**config.mk**
```make
export PLATFORM = sky130hd
export DESIGN_NAME = icache_req_buf
export DESIGN_NICKNAME = d
export VERILOG_FILES = /design/src/common/icache_pkg.sv /design/src/icache/icache_req_buf.sv
export VERILOG_INCLUDE_DIRS = /design/src /design/src/common
export SDC_FILE = /design/constraint.sdc
export NUM_CORES = 1
export LEC_CHECK = 0
export BUFFER_PORTS_ARGS = -buffer_cell sky130_fd_sc_hd__buf_2
export CORE_AREA = 2 2 437 439
export CTS_CLUSTER_DIAMETER = 150
export DETAILED_ROUTE_END_ITERATION = 6
export DIE_AREA = 0 0 439 441
export HOLD_SLACK_MARGIN = 0.15
export MAX_ROUTING_LAYER = met4
export PLACE_DENSITY = 0.31
export SLEW_MARGIN = 10
export SYNTH_ARGS = -nofsm -noshare
export SYNTH_HDL_FRONTEND = slang
export SYNTH_SLANG_ARGS = --single-unit
```
**constraint.sdc**
```tcl
create_clock -name clk -period 0.8 [get_ports clk]
set_input_delay 0.08 -clock clk [delete_from_list [all_inputs] [get_ports clk]]
set_output_delay 0.08 -clock clk [all_outputs]
set_load 0.02 [all_outputs]
```
**src/common/icache_macros.svh**
```systemverilog
`ifndef ICACHE_MACROS_SVH
`define ICACHE_MACROS_SVH

// cache geometry
`define ICACHE_INDEX_W      6
`define ICACHE_OFFSET_W     6
`define ICACHE_TAG_W        (32 - `ICACHE_INDEX_W - `ICACHE_OFFSET_W)

// data widths
`define ICACHE_LINE_W       512
`define ICACHE_FETCH_W      64

// burst length codes, n means n+1 beats
`define ICACHE_LINE_BEATS   15
`define ICACHE_UNC_BEATS    1

// andi r0, r0, 0
`define ICACHE_INST_NOP     32'h0340_0000

`endif
```
**src/common/icache_pkg.sv**
```systemverilog
`include "icache_macros.svh"

package icache_pkg;

    // fetch and memory addresses
    typedef logic [31:0] addr_t;

    // address fields
    typedef logic [`ICACHE_TAG_W-1:0]   tag_t;
    typedef logic [`ICACHE_INDEX_W-1:0] index_t;

    // one full cache line
    typedef logic [`ICACHE_LINE_W-1:0] line_t;

    // dual-issue instruction pair
    typedef logic [`ICACHE_FETCH_W-1:0] fetch_t;

    // way number, two ways
    typedef logic way_t;

    // controller states
    typedef enum logic [1:0] {
        IDLE,
        LOOKUP,
        MISS,
        REFILL
    } ctrl_state_t;

endpackage

```
**src/icache/icache_req_buf.sv**
```systemverilog
`include "icache_macros.svh"

module icache_req_buf (
    input  logic               clk,
    input  logic               rstn,
    input  logic               i_accept,
    input  icache_pkg::addr_t  i_fetch_addr,
    input  logic               i_fetch_uncached,
    input  logic               i_mem_ready,
    input  icache_pkg::line_t  i_mem_data,
    output icache_pkg::addr_t  o_req_addr,
    output logic               o_uncached,
    output logic               o_misaligned,
    output icache_pkg::addr_t  o_mem_addr,
    output logic [7:0]         o_mem_len,
    output icache_pkg::line_t  o_ret_line
);
    import icache_pkg::*;

    addr_t req_addr;
    logic  uncached;
    line_t ret_line;

    always_ff @(posedge clk) begin
        if (!rstn) begin
            req_addr <= '0;
            uncached <= 1'b0;
        end else if (i_accept) begin
            req_addr <= i_fetch_addr;
            uncached <= i_fetch_uncached;
        end
    end

    // whole line or doubleword from memory
    always_ff @(posedge clk) begin
        if (i_mem_ready) begin
            ret_line <= i_mem_data;
        end
    end

    assign o_req_addr   = req_addr;
    assign o_uncached   = uncached;
    assign o_misaligned = |req_addr[1:0];
    assign o_ret_line   = ret_line;

    // doubleword aligned for uncached, else line aligned
    assign o_mem_addr = uncached ? {req_addr[31:3], 3'b000}
                                 : {req_addr[31:`ICACHE_OFFSET_W], {`ICACHE_OFFSET_W{1'b0}}};
    assign o_mem_len  = uncached ? 8'(`ICACHE_UNC_BEATS) : 8'(`ICACHE_LINE_BEATS);

endmodule

```
==> impl_metrics.yaml <==
run_status:
  status: "finished, violations left"
  violations: "negative setup slack"
sta:
  fin_crit_sh: 1.98
  hold_viol_final: 0
  hold_slack_ps: 148
  fmax_ghz: 0.632
  setup_viol: 1350
  tightest_slew_ps: 630
  worst_slack_ps: -783
  period_minus_slack_ps: 1580
  rsz0062_at_grt: "true"
  skew_ps: 0
  maxSlewViolCount: 0
  maxSlewHeadroom: 0.579
worst_setup_path:
  reg2regPathDepth: 4
  slowest_stage: "edfxtp_1"
  critPathKind: "reg -> out"
  endpoint_kind: "primary output"
  timing.rr.end: "o_req_addr[1]$_SDFFE_PN0P_"
  worst_ep_required_time_ps: 720
  critPathMaxFanout: 1
  worstReg2RegStart: "o_req_addr[1]$_SDFFE_PN0P_"
  crit_cells: 1
  crit_buf_inv: 1
  rrSetupSlack_ps: -30
  crit_chain: "buf_6"
  max_stage_delay_ps: 580
  start_kind: "flip-flop"
  path_delay_family: "flip-flops"
  critical_path_arrival_ps: 1500
  crit_start: "o_ret_line[501]$_DFFE_PP_"
  crit_path_end: "o_ret_line[501]"
flow_run:
  drv_cap: 0
yosys:
  synth_area_sq_um: 17000
  synth_cells: 661
  ys_seq_elements: 545
  synth_cell_types: 12
  ys_seq_area_frac: 0.945
  ys_warn_count: 0
  synth_area_per_cell_sq_um: 25.7
routing:
  wl_microns: 125000
  drt-pass1-iter-count: 7
  postRouteAntennaNets: 0
  drt_iter0_markers: 718
  routedWlPerCell_microns: 23.6
  via_per_inst: 2.83
  via_count: 15000
  route.detailed.drc: 0
power:
  powerDensity_nw_per_um2: 2050
  power_w: 0.0840
  peakVddDrop_mv: 1.55
  leakage_nw: 16.5
floorplan:
  initial_core_util: 0.0897
  die_y_microns: 441
  placementRows: 160
  core-area_sq_um: 189000
  pin_count: 1135
  die_w_microns: 439
  dieArea_sq_um: 194000
clock_network:
  insertion_delay_ps: 670
  clk_pin_slew_worst_paths_ps: 60
  cts_tree: "done"
  cts_buffer_depth: 3
  root_buffer: "clkbuf_16"
  cts.sinks: 545
  htree_levels: 3
  numCtsBuffers: 72
placement:
  globalplace.congestion: 0.876
  portBuffers: 1126
  placed_area_sq_um: 27100
  hpwl_microns: 105000
  dpl_worst_slack_ps: -319
global_routing:
  grt_usage: 0.126
  antenna_found_initial: 19
  grt_pass1_wl_microns: 155000
  grt_max_degree: 40
  grt.overflow.total: 0
  grt_pass1_vias: 16000
final_layout:
  layout-drive-gt1-share: 0.491
  fillers: 20200
  syn2layout_area_growth_pct: 141
  seq_area_sq_um: 16100
  fin_util: 0.216
  final_nets: 3283
  multiInputGateArea_sq_um: 602
  final_area_sq_um: 40900
min_path:
  hp-class: "in -> reg"
## registers in the layout, indices dropped and copies added (netlist names)
| register | count |
|---|---|
| o_ret_line | 512 |
| o_req_addr | 32 |
| o_uncached | 1 |
## metrics by stage
step	instances	TNS, ps
after global placement	4366	-118370
after global routing	5299	-604090
after CTS	5296	-594570
after floorplan	667	0
after detailed placement	4366	-121650
final	5301	-574510
## cells by family after synthesis
family,count (synthesis),share of synthesized area
muxes,33,0.0195
DFF,545,0.945
and+or+nand+nor,37,0.0136
buffers and inverters,44,0.0210
other,2,0.000443
## report_power, final
| group | internal [W] | switching, W |
|---|---|---|
| sequential | 0.0337 | 0.00193 |
| combinational | 0.00850 | 0.00737 |
| clock | 0.0190 | 0.0135 |
| total | 0.0612 | 0.0228 |
## routing by layer
metal / wire length (microns) / GRT usage
met1: 51800 / 0.150
met2: 61000 / 0.203
met3: 10300 / 0.0448
met4: 2150 / 0.0295
met5: 0 / -
## area by class of cell
class,instances,area share
Tap cell,2511,0.0767
Timing Repair Buffer,2036,0.458
Clock inverter,34,0.00920
Sequential cell,545,0.394
Antenna cell,4,0.000244
Clock buffer,92,0.0469
Inverter,1,0.000214
Multi-Input combinational cell,78,0.0147
## worst min path at each step
| stage | startpoint | endpoint | slack (ps) | cells past startpoint |
|---|---|---|---|---|
| final | i_mem_data[54] | o_ret_line[54]$_DFFE_PP_ | 150 | 2 |
| after global routing | i_mem_data[1] | o_ret_line[1]$_DFFE_PP_ | 90 | 2 |
| after CTS | i_mem_data[130] | o_ret_line[130]$_DFFE_PP_ | 80 | 2 |
| after detailed placement | i_mem_data[297] | o_ret_line[297]$_DFFE_PP_ | 260 | 1 |
| after global placement | i_mem_data[384] | o_ret_line[384]$_DFFE_PP_ | 260 | 1 |
| after floorplan | i_mem_data[0] | o_ret_line[0]$_DFFE_PP_ | 180 | 0 |
## layout by cell type, fill, tap and decap left out, drive strengths merged
cell type	count
buf	1230
dlygate4sd3	806
edfxtp	512
clkbuf	92
mux2i	33
nor2b	33
dfxtp	33
clkinv	24
conb	8
bufinv	6
inv	5
diode	4
and2	3
or2	1
## repair_timing
action                                   CTS  global route
hold endpoints to repair                1057           571
gates resized for setup                  995           149
pin swaps                                  1             0
setup buffers                              2             1
hold buffers                             806             1
endpoints found under the setup margin   578          1331
## synth_stat cells (all sizes together)
library cell,n,area share
buf,40,0.020
inv,1,0.00022
edfxtp,512,0.91
dfxtp,33,0.039
conb,2,0.00044
and2,3,0.0011
or2,1,0.00037
clkbuf,3,0.00066
nor2b,33,0.012
mux2i,33,0.019
Power figures use the tool's default switching activity.
