==> src/common/icache_macros.svh <==
`ifndef ICACHE_MACROS_SVH
`define ICACHE_MACROS_SVH

// cache geometry
`define ICACHE_INDEX_W      6
`define ICACHE_OFFSET_W     6
`define ICACHE_TAG_W        (32 - `ICACHE_INDEX_W - `ICACHE_OFFSET_W)

// data widths
`define ICACHE_LINE_W       512
`define ICACHE_FETCH_W      64

// burst length codes, n means n+1 beats
`define ICACHE_LINE_BEATS   15
`define ICACHE_UNC_BEATS    1

// andi r0, r0, 0
`define ICACHE_INST_NOP     32'h0340_0000

`endif
==> src/common/icache_pkg.sv <==
`include "icache_macros.svh"

package icache_pkg;

    // fetch and memory addresses
    typedef logic [31:0] addr_t;

    // address fields
    typedef logic [`ICACHE_TAG_W-1:0]   tag_t;
    typedef logic [`ICACHE_INDEX_W-1:0] index_t;

    // one full cache line
    typedef logic [`ICACHE_LINE_W-1:0] line_t;

    // dual-issue instruction pair
    typedef logic [`ICACHE_FETCH_W-1:0] fetch_t;

    // way number, two ways
    typedef logic way_t;

    // controller states
    typedef enum logic [1:0] {
        IDLE,
        LOOKUP,
        MISS,
        REFILL
    } ctrl_state_t;

endpackage

==> src/icache/icache_ctrl.sv <==
module icache_ctrl (
    input  logic clk,
    input  logic rstn,
    input  logic i_fetch_valid,
    input  logic i_hit,
    input  logic i_misaligned,
    input  logic i_uncached,
    input  logic i_mem_ready,
    output logic o_fetch_ready,
    output logic o_accept,
    output logic o_line_we,
    output logic o_lru_touch,
    output logic o_from_mem,
    output logic o_mem_req,
    output logic o_resp_valid
);
    import icache_pkg::*;

    ctrl_state_t state;
    ctrl_state_t next_state;

    // lookup outcome for the held request
    logic lookup_done;
    logic lookup_hit;

    // misaligned answers at once without a memory access
    assign lookup_hit  = i_hit && !i_uncached && !i_misaligned;
    assign lookup_done = i_misaligned || lookup_hit;

    always_ff @(posedge clk) begin
        if (!rstn) begin
            state <= IDLE;
        end else begin
            state <= next_state;
        end
    end

    always_comb begin
        next_state = state;
        case (state)
            IDLE: begin
                if (o_accept) begin
                    next_state = LOOKUP;
                end
            end
            LOOKUP: begin
                if (!lookup_done) begin
                    next_state = MISS;
                end else if (o_accept) begin
                    next_state = LOOKUP;
                end else begin
                    next_state = IDLE;
                end
            end
            MISS: begin
                if (i_mem_ready) begin
                    next_state = REFILL;
                end
            end
            REFILL: begin
                next_state = IDLE;
            end
            default: begin
                next_state = IDLE;
            end
        endcase
    end

    // back-to-back accept only after a lookup that answers
    assign o_fetch_ready = (state == IDLE) || ((state == LOOKUP) && lookup_done);
    assign o_accept      = i_fetch_valid && o_fetch_ready;

    assign o_resp_valid = ((state == LOOKUP) && lookup_done) || (state == REFILL);
    assign o_mem_req    = (state == MISS);
    assign o_from_mem   = (state == REFILL);

    // uncached data never lands in the arrays
    assign o_line_we   = (state == REFILL) && !i_uncached;
    assign o_lru_touch = ((state == LOOKUP) && lookup_hit) || o_line_we;

    // memory request stays up until the memory takes it
    a_mem_req_held: assert property (
        @(posedge clk) disable iff (!rstn)
        (o_mem_req && !i_mem_ready) |=> o_mem_req
    ) else $error("memory request dropped before i_mem_ready");

    // memory answers only an outstanding request
    a_ready_with_req: assert property (
        @(posedge clk) disable iff (!rstn)
        i_mem_ready |-> o_mem_req
    ) else $error("i_mem_ready raised with no memory request pending");

endmodule

==> config.mk <==
export PLATFORM = sky130hd
export DESIGN_NAME = icache_ctrl
export DESIGN_NICKNAME = d
export VERILOG_FILES = /design/src/common/icache_pkg.sv /design/src/icache/icache_ctrl.sv
export VERILOG_INCLUDE_DIRS = /design/src /design/src/common
export SDC_FILE = /design/constraint.sdc
export NUM_CORES = 1
export LEC_CHECK = 0
export ABC_AREA = 1
export BUFFER_PORTS_ARGS = -buffer_cell sky130_fd_sc_hd__buf_4
export CELL_PAD_IN_SITES_DETAIL_PLACEMENT = 1
export CELL_PAD_IN_SITES_GLOBAL_PLACEMENT = 2
export CORE_AREA = 3 3 40 42
export CTS_CLUSTER_SIZE = 20
export DETAILED_ROUTE_END_ITERATION = 8
export DIE_AREA = 0 0 43 45
export GPL_TIMING_DRIVEN = 0
export PLACE_DENSITY_LB_ADDON = 0.25
export REMOVE_ABC_BUFFERS = 1
export SLEW_MARGIN = 20
export SYNTH_ARGS = -nofsm -noshare
export SYNTH_HDL_FRONTEND = slang
export SYNTH_SLANG_ARGS = --single-unit
==> constraint.sdc <==
create_clock -name clk -period 3.1 [get_ports clk]
set_clock_uncertainty 0.15 [all_clocks]
set_input_delay 0.62 -clock clk [delete_from_list [all_inputs] [get_ports clk]]
set_output_delay 0.62 -clock clk [all_outputs]
set_load 0.02 [all_outputs]
==> metrics <==
die height=45 um; TritonCTS clock tree=done; final instance area=304 sq um; R2R setup slack=2.06 ns; type of origin of the critical path=input port; hold depth=1; unrepaired setup endpoints after global routing=false; Mapped Cells=29; vias=238; Slew Viols, Final=0; DRC violation count after routing=0; Worst EP arrival=1.33 ns; Setup TNS Final=0 ns; CP required=2.33 ns; CP dominant cell by count=nand2_1; Setup crit end=o_accept; Hold WS=0.361 ns; Leakage=0.000179 uW; CP Cell Sequence=buf_4 > inv_2 > nand2_1 > nand2_1 > nand2_1 > a21oi_1 > buf_4; CP peak stage delay=0.16 ns; routed len/inst=10.2 um; Distinct cells, synth=11; initial core utilization=12.9%; min Tclk post-route=2.10 ns; Slew headroom=84.6%; postcts setup bufs=0; H-tree depth=1; crit-path max FO=3; sequential area share after synthesis=24.2%; total track usage=7.23%; worst hold path class=register to register; largest net degree at the start of global routing=6; Reg clk slew, reported paths=0.03 ns; ANT nets after route=0; DR vias/cell=3.97; die area=1940 sq um; port buffer count=13; Resized Gates After CTS=0; Setup crit end kind=primary output; fin crit share=67.9%; PwrDens=430 nW/um^2; FP Rows=13; Die Width=43 um; Core ar.=1280 sq um; Mean Syn Cell Area=5.70 sq um; worst skew pair latency=0.22 ns; clock sink total=2; reg2reg path depth=4; Final Hold Viols=0; Root Buffer=clkbuf_4; max cap viols=0; Worst-Margin Slew=0.231 ns; Ys Warns=0; clk buf depth=2; DP Wirelength=525 um; initial antenna violation count=0; antenna cells=0; maximum vdd drop=0.117 mV; fillers=171; final setup vio count=0; fmax=475 MHz; Final Wtd Congestion=0.631; synthesized area=165 sq um; final net count=54; Slowest-stage cell, CP=buf_4; synthesis-to-layout area growth=84.1%; Hold-fix buffers, CTS=0; RR Endpoint=state[0]; Post-DP Area=282 sq um; Final Power=131 uW; Num CTS Buffers=3; crit path kind=input port to primary output; vias in the first global route=277; Total Wirelength=613 um; share of cells above drive strength 1=44.4%; Initial DRC Count=3; IO Count=14; global-route wire length before repair=1.07 mm; status=complete, no violations; Yosys reg bits=2; grt total ovfl=0; Pre-antenna DRT Iters=2; crit path from=i_uncached
==> power by group <==
| part | internal, uW | switching [uW] | total, uW |
|---|---|---|---|
| sequential | 28.2 | 2.92 | 31.1 |
| clock | 42.6 | 13.3 | 55.9 |
| combinational | 19.0 | 24.7 | 43.6 |
==> stage by stage <==
| step | utilization [%] | std cells | setup slack (ns) |
|---|---|---|---|
| after floorplan | - | 29 | 1.13 |
| after global placement | 21.9 | 57 | 1.03 |
| after detailed placement | 21.9 | 57 | 0.991 |
| after CTS | 23.7 | 60 | 0.983 |
| after global routing | 23.7 | 60 | 0.904 |
| final | 23.7 | 60 | 0.995 |
==> metal layers <==
metal  track usage (%)  share of wire (%)
met5                 0                  0
met1              8.13                 39
met4              1.81                  0
met3              2.79                4.6
met2              12.9                 57
==> critical path, delay by kind of cell <==
kind / cells / cell delay, ns
simple gates: 3 / 0.25
buf+inv: 3 / 0.32
compound gates: 1 / 0.14
==> Yosys cell counts <==
cell type / count / area share [%]
nand3b_1: 1 / 4.5
a21boi_1: 1 / 4.5
nand2_1: 9 / 20
o22ai_1: 1 / 3.8
nand3_1: 3 / 9.1
nor2_1: 2 / 4.5
inv_2: 3 / 6.8
nor2_4: 1 / 6.8
inv_1: 4 / 9.1
a21oi_1: 2 / 6.1
dfxtp_1: 2 / 24
==> cell type report <==
| class | instances | area, sq um | area share [%] |
|---|---|---|---|
| clock buffer | 3 | 22.5 | 7.41 |
| inverter | 7 | 26.3 | 8.64 |
| multi-input combinational | 20 | 98.8 | 32.5 |
| sequential | 2 | 40.0 | 13.2 |
| tap | 15 | 18.8 | 6.17 |
| timing repair buffer | 13 | 97.6 | 32.1 |
==> logic make-up after synthesis <==
group / share of synthesized area [%]
and+or+nand+nor: 45.5
buffers and inverters: 15.9
AOI/OAI and AO/OA: 14.4
DFF: 24.2
==> worst min-delay path by stage <==
stage | start | endpoint | slack, ns
after floorplan | state[0] | state[0] | 0.32
after global placement | state[0] | state[0] | 0.35
after detailed placement | state[0] | state[0] | 0.36
after CTS | state[0] | state[0] | 0.37
after global routing | state[0] | state[0] | 0.40
final | state[0] | state[0] | 0.36
==> layout by cell type (no fill, tap or decap) <==
master     n
buf_4     13
nand2_1    9
inv_1      4
inv_2      3
nand3_1    3
clkbuf_4   3
nor2_1     2
a21oi_1    2
dfxtp_1    2
nor2_4     1
o22ai_1    1
nand3b_1   1
a21boi_1   1
Note: power is estimated with default switching activity, not from simulation.
