File: src/common/icache_macros.svh
`ifndef ICACHE_MACROS_SVH
`define ICACHE_MACROS_SVH

// cache geometry
`define ICACHE_INDEX_W      6
`define ICACHE_OFFSET_W     6
`define ICACHE_TAG_W        (32 - `ICACHE_INDEX_W - `ICACHE_OFFSET_W)

// data widths
`define ICACHE_LINE_W       512
`define ICACHE_FETCH_W      64

// burst length codes, n means n+1 beats
`define ICACHE_LINE_BEATS   15
`define ICACHE_UNC_BEATS    1

// andi r0, r0, 0
`define ICACHE_INST_NOP     32'h0340_0000

`endif
File: src/common/icache_pkg.sv
`include "icache_macros.svh"

package icache_pkg;

    // fetch and memory addresses
    typedef logic [31:0] addr_t;

    // address fields
    typedef logic [`ICACHE_TAG_W-1:0]   tag_t;
    typedef logic [`ICACHE_INDEX_W-1:0] index_t;

    // one full cache line
    typedef logic [`ICACHE_LINE_W-1:0] line_t;

    // dual-issue instruction pair
    typedef logic [`ICACHE_FETCH_W-1:0] fetch_t;

    // way number, two ways
    typedef logic way_t;

    // controller states
    typedef enum logic [1:0] {
        IDLE,
        LOOKUP,
        MISS,
        REFILL
    } ctrl_state_t;

endpackage

File: src/icache/icache_rdata_sel.sv
`include "icache_macros.svh"

module icache_rdata_sel (
    input  logic               i_from_mem,
    input  icache_pkg::line_t  i_hit_line,
    input  icache_pkg::line_t  i_ret_line,
    input  icache_pkg::addr_t  i_req_addr,
    input  logic               i_uncached,
    input  logic               i_misaligned,
    output icache_pkg::fetch_t o_resp_data
);
    import icache_pkg::*;

    line_t  src_line;
    fetch_t line_pair;
    fetch_t data_pair;

    // array line on a hit, returned line on a refill
    assign src_line = i_from_mem ? i_ret_line : i_hit_line;

    // doubleword slot within the line
    assign line_pair = src_line[{i_req_addr[5:3], 6'b000000} +: `ICACHE_FETCH_W];

    // uncached reads come back in the low doubleword
    assign data_pair = i_uncached ? i_ret_line[`ICACHE_FETCH_W-1:0] : line_pair;

    always_comb begin
        if (i_misaligned) begin
            o_resp_data = {`ICACHE_INST_NOP, `ICACHE_INST_NOP};
        end else begin
            o_resp_data = data_pair;
        end
    end

endmodule

File: config.mk
export PLATFORM = sky130hd
export DESIGN_NAME = icache_rdata_sel
export DESIGN_NICKNAME = d
export VERILOG_FILES = /design/src/common/icache_pkg.sv /design/src/icache/icache_rdata_sel.sv
export VERILOG_INCLUDE_DIRS = /design/src /design/src/common
export SDC_FILE = /design/constraint.sdc
export NUM_CORES = 1
export LEC_CHECK = 0
export BUFFER_PORTS_ARGS = -buffer_cell sky130_fd_sc_hd__buf_2
export CAP_MARGIN = 20
export CORE_AREA = 2 2 431 433
export DETAILED_ROUTE_END_ITERATION = 10
export DIE_AREA = 0 0 433 435
export GPL_ROUTABILITY_DRIVEN = 0
export PLACE_DENSITY = 0.3
export SYNTH_ARGS = -nofsm -noshare
export SYNTH_HDL_FRONTEND = slang
export SYNTH_SLANG_ARGS = --single-unit
File: constraint.sdc
create_clock -name vclk -period 1.4
set_input_delay 0.14 -clock vclk [all_inputs]
set_output_delay 0.14 -clock vclk [all_outputs]
set_load 0.02 [all_outputs]
==> metrics.log, run 1 <==
[metrics] Cell Pwr Density: 324 mW/mm^2
[metrics] Total Routed Length: 131000 um
[metrics] leakage power: 11.2 nW
[metrics] relative slew slack: 60.5%
[metrics] synthesized netlist net count: 2344
[metrics] number of placement rows: 158
[metrics] data arrival time of the critical path: 1850 ps
[metrics] synthesized area divided by synthesized cell count: 7.28 um^2
[metrics] register area: 0 um^2
[metrics] commonest non-fill, non-tap cell in the layout: buf_2
[metrics] clk_buf instances: 0
[metrics] Routed WL per cell: 25.8 um
[metrics] remaining global-route overflow: 0
[metrics] CORE AREA: 0.184 mm^2
[metrics] area fraction in compound gates after synthesis: 18.9%
[metrics] area share of and/or/nand/nor cells after synthesis: 18.2%
[metrics] Final Hold Viols: 0
[metrics] time the worst path needs with I/O delays and setup: 1990 ps
[metrics] leading cell types by total area after synthesis: mux2i_1, a22oi_1, nand3_1
[metrics] required time of the critical path: 1260 ps
[metrics] PortBufs: 1094
[metrics] Synth-to-Final Area Change: 153%
[metrics] final period utilization: 142%
[metrics] CP endpoint kind: output port
[metrics] HPWL after detailed placement: 114000 um
[metrics] Worst Max-Slew Pin Slew: 590 ps
[metrics] full die area: 0.188 mm^2
[metrics] Non-Filler Cell Area, Final: 0.0237 mm^2
[metrics] post-detailed-route DRC marker count: 0
[metrics] worst setup slack before clock tree synthesis: -1360 ps
[metrics] unrepaired setup endpoints after global routing: true
[metrics] startpoint class of the critical path: input port
[metrics] maximum fanout encountered on the critical timing path: 8
[metrics] Peak supply drop: 0.138 mV
[metrics] dominant combinational cell family by area after synthesis: multiplexers
[metrics] Total GRT Usage: 13.1%
[metrics] non-filler instance count after layout: 5085
[metrics] Final setup violation count: 64
[metrics] cell with the largest stage delay on the worst path: bufbuf_16
[metrics] most frequent cells in the layout: buf_2, mux2i_1, buf_4
[metrics] sequential cell count: 0
[metrics] area of the mapped netlist: 0.00936 mm^2
[metrics] maximum operating frequency: 0.503 GHz
[metrics] share of cell area taken by muxes after synthesis: 55.3%
[metrics] Chip Height: 435 um
[metrics] number of instances in the synthesized netlist: 1285
[metrics] Cell variety after synth: 22
[metrics] first-pass GRT wire length: 165000 um
[metrics] pin count of the biggest net entering global routing: 36
[metrics] first-iteration detailed-routing DRC count: 877
[metrics] number of nets in the layout: 3635
[metrics] failing checks: negative setup slack
[metrics] vias in the first global route: 16.9k
[metrics] run status: finished, violations left
[metrics] share of the yosys chip area belonging to registers: 0%
[metrics] width of the chip: 433 um
[metrics] worst slack on hold paths: 592 ps
[metrics] ports placed on the boundary: 1123
[metrics] vias post-DR: 16.3k
[metrics] DR vias/cell: 3.21
[metrics] Fillers: 21.4k
[metrics] total of max-cap violations: 0
[metrics] antenna-violating nets left: 0
[metrics] proportion of layout cells with a drive suffix above 1: 66.7%
[metrics] chain of cells forming the critical path: buf_16, buf_6, buf_12, buf_4, bufbuf_16, mux2i_1, buf_4, a22oi_2, nand3_2, nand3_4, buf_6
[metrics] final worst-path setup slack: -589 ps
[metrics] number of pins exceeding their max-slew limit in the final report: 0
[metrics] area share of the leading cell type in the synthesized netlist: 53.8%
[metrics] Placement Cell Area: 0.0201 mm^2
[metrics] WS Path Type: in2out
[metrics] maximum single-stage delay on the critical path: 270 ps
[metrics] worst min-delay path class: in2out
[metrics] initial antenna violation count: 106
[metrics] area share of fa/ha/maj cells after synthesis: 0%
[metrics] cell accounting for the most synthesized area: mux2i_1
[metrics] Placed Cells incl. Taps: 4975
[metrics] fraction of synthesized cell area in xor and xnor cells: 0%
[metrics] initial standard-cell utilization of the core: 5.08%
[metrics] first drt pass iteration count: 5
[metrics] power consumption: 7.66 mW
[metrics] Ys Warns: 0
[cell families (layout without fill, tap and decap cells)]
family / Yosys count / count (layout)
other cells: 0 / 31
mux: 509 / 509
simple gates: 382 / 382
buf+inv: 135 / 1424
compound gates: 259 / 259
[report_power, final]
group | internal, mW | switching (mW)
combinational | 3.83 | 3.83
sequential | 0 | 0
clock | 0.00000297 | 0
[metal layers]
| metal | global-route usage (%) | up-vias | part of all wire, % |
|---|---|---|---|
| met2 | 23.6 | 813 | 50 |
| met5 | 0 | - | 0.15 |
| li1 | - | 7477 | - |
| met3 | 2.40 | 166 | 6.0 |
| met1 | 16.4 | 7855 | 42 |
| met4 | 1.95 | 30 | 1.9 |
[final timing paths]
kind / start / to / slack, ps / depth (start not counted)
min: i_ret_line[15] / o_resp_data[15] / 590 / 4
max: i_req_addr[4] / o_resp_data[3] / -590 / 11
[what timing repair did]
action | CTS | global route
buffers inserted | 73 | 14
pin swaps | 160 | 53
hold buffers | 0 | 0
hold endpoints to repair | 0 | 0
gates cloned | 18 | 3
setup endpoints to repair | 64 | 64
gates resized for setup | 456 | 78
[stage by stage]
step                      TNS (ps)  util (%)
final                       -28950      12.9
after global routing        -33740      12.8
after CTS                   -36040      12.6
after detailed placement    -41670      10.9
after global placement      -42410      10.9
after floorplan               -952         -
[cells in the mapped netlist]
cell      count
a21oi_2      40
nor2_2        1
clkbuf_2      2
nand2b_1      1
buf_6         7
nor2b_1       5
mux4_2        6
and2_1        2
clkbuf_1     47
or2_1         1
mux2i_1     503
o211ai_1      3
nand2_1     183
nor2_1        1
or3b_1        1
or3_1         1
a22oi_1     125
nand3_1     186
buf_4        28
buf_2        42
a21oi_1      91
buf_1         9
[worst max-delay path, delay by kind of cell]
family	cells	cell delay, ps
buf+inv	7	1140
simple gates	2	220
compound gates	1	200
mux	1	120
[final cells by class]
cell class                      instances  area (um^2)  share of cell area, %
Tap cell                             2480         3100                   13.1
Timing Repair Buffer                 1424        10100                   42.6
Antenna cell                           31         77.6                  0.328
Multi-Input combinational cell       1150        10400                   43.9
Power figures use the tool's default switching activity.
==> run 2: changes to the inputs <==
- REMOVE_ABC_BUFFERS: not set -> 1
==> run 2 against run 1 <==
The run still ends with negative setup slack left. Via count up 2.1%. First-iteration DRC count up 12%. Combinational power up 8.2%. Hold slack better by 5.7 ps. Sequential share of layout area unchanged. Utilization up 0.77 points. Total power up 8.2%. Clock-buffer cell count unchanged. Die area unchanged. Critical path type unchanged. Highest routed layer unchanged.
==> metrics.log, run 2 (same netlist as run 1, synthesis figures left out) <==
[metrics] run status: finished, violations left
[metrics] failing checks: negative setup slack
[metrics] Routed WL per cell: 25.2 um (-2.5%)
[metrics] Worst Max-Slew Pin Slew: 642 ps (+52.0 ps)
[metrics] time the worst path needs with I/O delays and setup: 1870 ps (-121 ps)
[metrics] PortBufs: 1094 (unchanged)
[metrics] DR vias/cell: 3.25 (+1.2%)
[metrics] number of pins exceeding their max-slew limit in the final report: 0 (unchanged)
[metrics] sequential cell count: 0 (unchanged)
[metrics] most frequent cells in the layout: buf_2, mux2i_1, buf_4
[metrics] number of nets in the layout: 3683 (+1.3%)
[metrics] full die area: 0.188 mm^2 (unchanged)
[metrics] vias post-DR: 16.7k (+2.1%)
[metrics] commonest non-fill, non-tap cell in the layout: buf_2
[metrics] required time of the critical path: 1260 ps (about the same)
[metrics] total of max-cap violations: 0 (unchanged)
[metrics] cell with the largest stage delay on the worst path: mux2i_4
[metrics] startpoint class of the critical path: input port
[metrics] worst slack on hold paths: 598 ps (+5.68 ps)
[metrics] Final Hold Viols: 0 (unchanged)
[metrics] Peak supply drop: 0.120 mV (-13%)
[metrics] CORE AREA: 0.184 mm^2 (unchanged)
[metrics] proportion of layout cells with a drive suffix above 1: 72.3% (+5.6 points)
[metrics] Final setup violation count: 64 (unchanged)
[metrics] initial standard-cell utilization of the core: 5.08% (unchanged)
[metrics] Fillers: 21.3k (-0.51%)
[metrics] Total GRT Usage: 12.5% (-0.62 points)
[metrics] worst min-delay path class: in2out
[metrics] chain of cells forming the critical path: buf_16, buf_16, buf_6, mux2i_4, buf_6, a22oi_2, nand3_4, nand3_4, buf_6
[metrics] relative slew slack: 57.2% (-3.3 points)
[metrics] cts-stage hold buffer count: 0 (unchanged)
[metrics] CP endpoint kind: output port
[metrics] first-iteration detailed-routing DRC count: 983 (+12%)
[metrics] antenna-violating nets left: 0 (unchanged)
[metrics] maximum fanout encountered on the critical timing path: 8 (unchanged)
[metrics] number of placement rows: 158 (unchanged)
[metrics] final worst-path setup slack: -468 ps (+121 ps)
[metrics] width of the chip: 433 um (unchanged)
[metrics] total area of multi-input combinational cells: 0.0111 mm^2 (+7.0%)
[metrics] cell mode on critical path: buf_6
[metrics] initial antenna violation count: 107 (+0.94%)
[metrics] WS Path Type: in2out
[metrics] post-detailed-route DRC marker count: 0 (unchanged)
[metrics] HPWL after detailed placement: 110000 um (-4.3%)
[metrics] setup TNS: -20370 ps (+8580 ps)
[metrics] power consumption: 8.29 mW (+8.2%)
[metrics] utilization after layout: 13.6% (+0.77 points)
[metrics] register area: 0 um^2 (unchanged)
[metrics] leakage power: 11.5 nW (+2.9%)
[metrics] clk_buf instances: 0 (unchanged)
[metrics] pin count of the biggest net entering global routing: 23 (-36%)
[metrics] non-filler instance count after layout: 5128 (+0.85%)
[metrics] Placed Cells incl. Taps: 5013 (+0.76%)
[metrics] Total Routed Length: 129000 um (-1.7%)
[metrics] first-pass GRT wire length: 158000 um (-3.9%)
[metrics] Synth-to-Final Area Change: 168%
[metrics] final period utilization: 133% (-8.7 points)
[metrics] vias in the first global route: 16.7k (-1.2%)
[metrics] remaining global-route overflow: 0 (unchanged)
[metrics] data arrival time of the critical path: 1730 ps (-120 ps)
[metrics] maximum single-stage delay on the critical path: 380 ps (+110 ps)
[metrics] maximum operating frequency: 0.535 GHz (+6.5%)
[metrics] unrepaired setup endpoints after global routing: true
[metrics] first drt pass iteration count: 5 (unchanged)
[metrics] ports placed on the boundary: 1123 (unchanged)
[metrics] Chip Height: 435 um (unchanged)
[metrics] Cell Pwr Density: 330 mW/mm^2 (+2.1%)
run 2: per-layer routing:
layer	global-route usage (%)	routed length [um]	part of all wire, %	vias to the layer above
met5	0	448	0.35	-
met2	21.5	62400	48	827
met1	16.1	54500	42	8033
met4	2.16	2340	1.8	66
li1	-	-	-	7577
met3	2.67	9440	7.3	182
run 2: through the flow:
step	setup WS [ps]	cell area (um^2)
final	-468	25100
after global routing	-460	25100
after global placement	-1100	20300
after detailed placement	-1080	20300
after CTS	-519	22900
after floorplan	-4320	8640
run 2: worst max-delay path, delay by kind of cell:
| kind | cells | cell delay [ps] |
|---|---|---|
| buffers and inverters | 5 | 820 |
| multiplexers | 1 | 380 |
| AND/OR/NAND/NOR | 2 | 200 |
| AO/OA/AOI/OAI | 1 | 100 |
run 2: repair_timing:
action | 4_1_cts | 5_1_grt
hold endpoints to repair | 0 | 0
cloned | 15 | 14
endpoints found under the setup margin | 64 | 64
resized for setup | 413 | 364
pin swaps | 92 | 127
buffers inserted | 41 | 43
run 2: cell type report:
cell class / instances / area share (%)
Multi-Input combinational cell: 1150 / 44.3
Timing Repair Buffer: 1472 / 43.0
Tap cell: 2480 / 12.4
Antenna cell: 26 / 0.259
run 2: where the power goes:
group	switching, mW	total [mW]	internal [mW]
registers	0	0	0
logic	4.14	8.29	4.15
clock network	0	0.00000252	0.00000252
total	4.14	8.29	4.15
run 2: worst paths after layout:
kind              slack (ps)  depth (start not counted)         endpoint           start
setup / recovery        -470                          9  o_resp_data[52]   i_req_addr[4]
hold / removal           600                          4  o_resp_data[33]  i_ret_line[33]
==> run 3: changes to the inputs <==
- SETUP_SLACK_MARGIN: not set -> 0.4
==> run 3 against run 2 <==
The run still ends with negative setup slack left. Via count rose by 0.59%. Die area did not move. Highest routed layer unchanged. Critical endpoint is now o_resp_data[8]. First-iteration DRC count rose by 4.6%. Global-route usage rose by 0.17 points. Sequential cell count did not move.
==> metrics.log, run 3 (same netlist as run 1, synthesis figures left out) <==
[metrics] PortBufs: 1094 (unchanged)
[metrics] maximum operating frequency: 0.541 GHz (+1.0%)
[metrics] first-pass GRT wire length: 160000 um (+1.3%)
[metrics] Placed Cells incl. Taps: 5013 (unchanged)
[metrics] Total Routed Length: 129000 um (-0.35%)
[metrics] first drt pass iteration count: 5 (unchanged)
[metrics] initial standard-cell utilization of the core: 5.08% (unchanged)
[metrics] maximum fanout encountered on the critical timing path: 8 (unchanged)
[metrics] sequential cell count: 0 (unchanged)
[metrics] Final Hold Viols: 0 (unchanged)
[metrics] first-iteration detailed-routing DRC count: 1028 (+4.6%)
[metrics] Cell Pwr Density: 328 mW/mm^2 (-0.66%)
[metrics] power consumption: 8.28 mW (-0.15%)
[metrics] Chip Height: 435 um (unchanged)
[metrics] CP endpoint kind: output port
[metrics] post-detailed-route DRC marker count: 0 (unchanged)
[metrics] leakage power: 11.7 nW (+1.7%)
[metrics] Hold Crit Start: i_ret_line[45]
[metrics] Synth-to-Final Area Change: 169%
[metrics] worst path bufs/invs: 6 (+1)
[metrics] utilization after layout: 13.7% (+0.070 points)
[metrics] vias post-DR: 16.8k (+0.59%)
[metrics] worst-case hold path end point: o_resp_data[45]
[metrics] antenna-violating nets left: 0 (unchanged)
[metrics] Total GRT Usage: 12.7% (+0.17 points)
[metrics] instance count along the most critical hold path: 4 (unchanged)
[metrics] failing checks: negative setup slack
[metrics] clk_buf instances: 0 (unchanged)
[metrics] worst setup slack before clock tree synthesis: -1080 ps (unchanged)
[metrics] total stage count of the critical path: 10 (+1)
[metrics] data arrival time of the critical path: 1710 ps (-20 ps)
[metrics] non-filler instance count after layout: 5158 (+0.59%)
[metrics] chain of cells forming the critical path: buf_16, buf_16, buf_12, buf_12, buf_16, mux2i_4, a22oi_2, nand3_1, nand3_2, buf_12
[metrics] Peak supply drop: 0.113 mV (-5.5%)
[metrics] number of placement rows: 158 (unchanged)
[metrics] Final setup violation count: 64 (unchanged)
[metrics] register area: 0 um^2 (unchanged)
[metrics] unrepaired setup endpoints after global routing: true
[metrics] cts-stage hold buffer count: 0 (unchanged)
[metrics] most frequent cells in the layout: buf_2, mux2i_1, buf_4
[metrics] Placement Cell Area: 0.0203 mm^2 (unchanged)
[metrics] cell with the largest stage delay on the worst path: buf_16
[metrics] maximum single-stage delay on the critical path: 180 ps (-200 ps)
[metrics] commonest non-fill, non-tap cell in the layout: buf_2
[metrics] time the worst path needs with I/O delays and setup: 1850 ps (-18.9 ps)
[metrics] HPWL after detailed placement: 110000 um (unchanged)
[metrics] number of nets in the layout: 3714 (+0.84%)
[metrics] final worst-path setup slack: -449 ps (+18.9 ps)
[metrics] final period utilization: 132% (-1.3 points)
[metrics] vias in the first global route: 17.0k (+1.4%)
[metrics] Worst Max-Slew Pin Slew: 583 ps (-58.8 ps)
[metrics] full die area: 0.188 mm^2 (unchanged)
[metrics] required time of the critical path: 1260 ps (about the same)
[metrics] width of the chip: 433 um (unchanged)
[metrics] worst slack on hold paths: 606 ps (+8.55 ps)
[metrics] WS Path Type: in2out
[metrics] proportion of layout cells with a drive suffix above 1: 71.3% (-0.96 points)
[metrics] gate family responsible for the most delay along the worst path: buffers and inverters
[metrics] ports placed on the boundary: 1123 (unchanged)
[metrics] total of max-cap violations: 0 (unchanged)
[metrics] startpoint class of the critical path: input port
[metrics] Non-Filler Cell Area, Final: 0.0252 mm^2 (+0.51%)
[metrics] CORE AREA: 0.184 mm^2 (unchanged)
[metrics] pin count of the biggest net entering global routing: 23 (unchanged)
[metrics] Routed WL per cell: 25.0 um (-0.92%)
[metrics] setup TNS: -22030 ps (-1660 ps)
[metrics] number of pins exceeding their max-slew limit in the final report: 0 (unchanged)
[metrics] worst min-delay path class: in2out
[metrics] remaining global-route overflow: 0 (unchanged)
[metrics] run status: finished, violations left
[metrics] DR vias/cell: 3.25 (about the same)
[metrics] initial antenna violation count: 111 (+3.7%)
[metrics] relative slew slack: 61.1% (+3.9 points)
-- run 3: timing repair --
action                     in CTS  in global routing
gates cloned                   17                  6
pin swaps                     105                 77
setup buffers                  70                 27
setup endpoints to repair      64                 64
resized for setup             578                162
-- run 3: cell type report --
class              instances  area (um^2)
fillers                21300       159000
well taps               2480         3100
multi-input cells       1150        10900
repair buffers          1503        11100
diodes                    25         62.6
-- run 3: worst max-delay path by stage --
stage	from	endpoint	slack [ps]
CTS	i_req_addr[4]	o_resp_data[25]	-520
global placement	i_req_addr[4]	o_resp_data[52]	-1100
global route	i_req_addr[4]	o_resp_data[8]	-500
detailed placement	i_req_addr[4]	o_resp_data[52]	-1080
floorplan	i_req_addr[5]	o_resp_data[0]	-4320
finish	i_req_addr[4]	o_resp_data[8]	-450
-- run 3: layer usage --
layer	part of all wire, %	track usage [%]	vias up
met4	1.8	1.90	76
met3	7.3	2.69	184
met1	42	16.2	8074
met2	48	22.0	802
li1	-	-	7647
met5	0.40	0	-
-- run 3: power breakdown --
group / internal, mW / switching (mW) / total (mW)
Clock: 0.00000242 / 0 / 0.00000242
Sequential: 0 / 0 / 0
Combinational: 4.17 / 4.10 / 8.28
Total: 4.17 / 4.10 / 8.28
-- run 3: worst min-delay path, cell delays in order --
cell and delay [ps]:
buf_2 90, nand2_1 60, nand3_2 70, buf_6 110
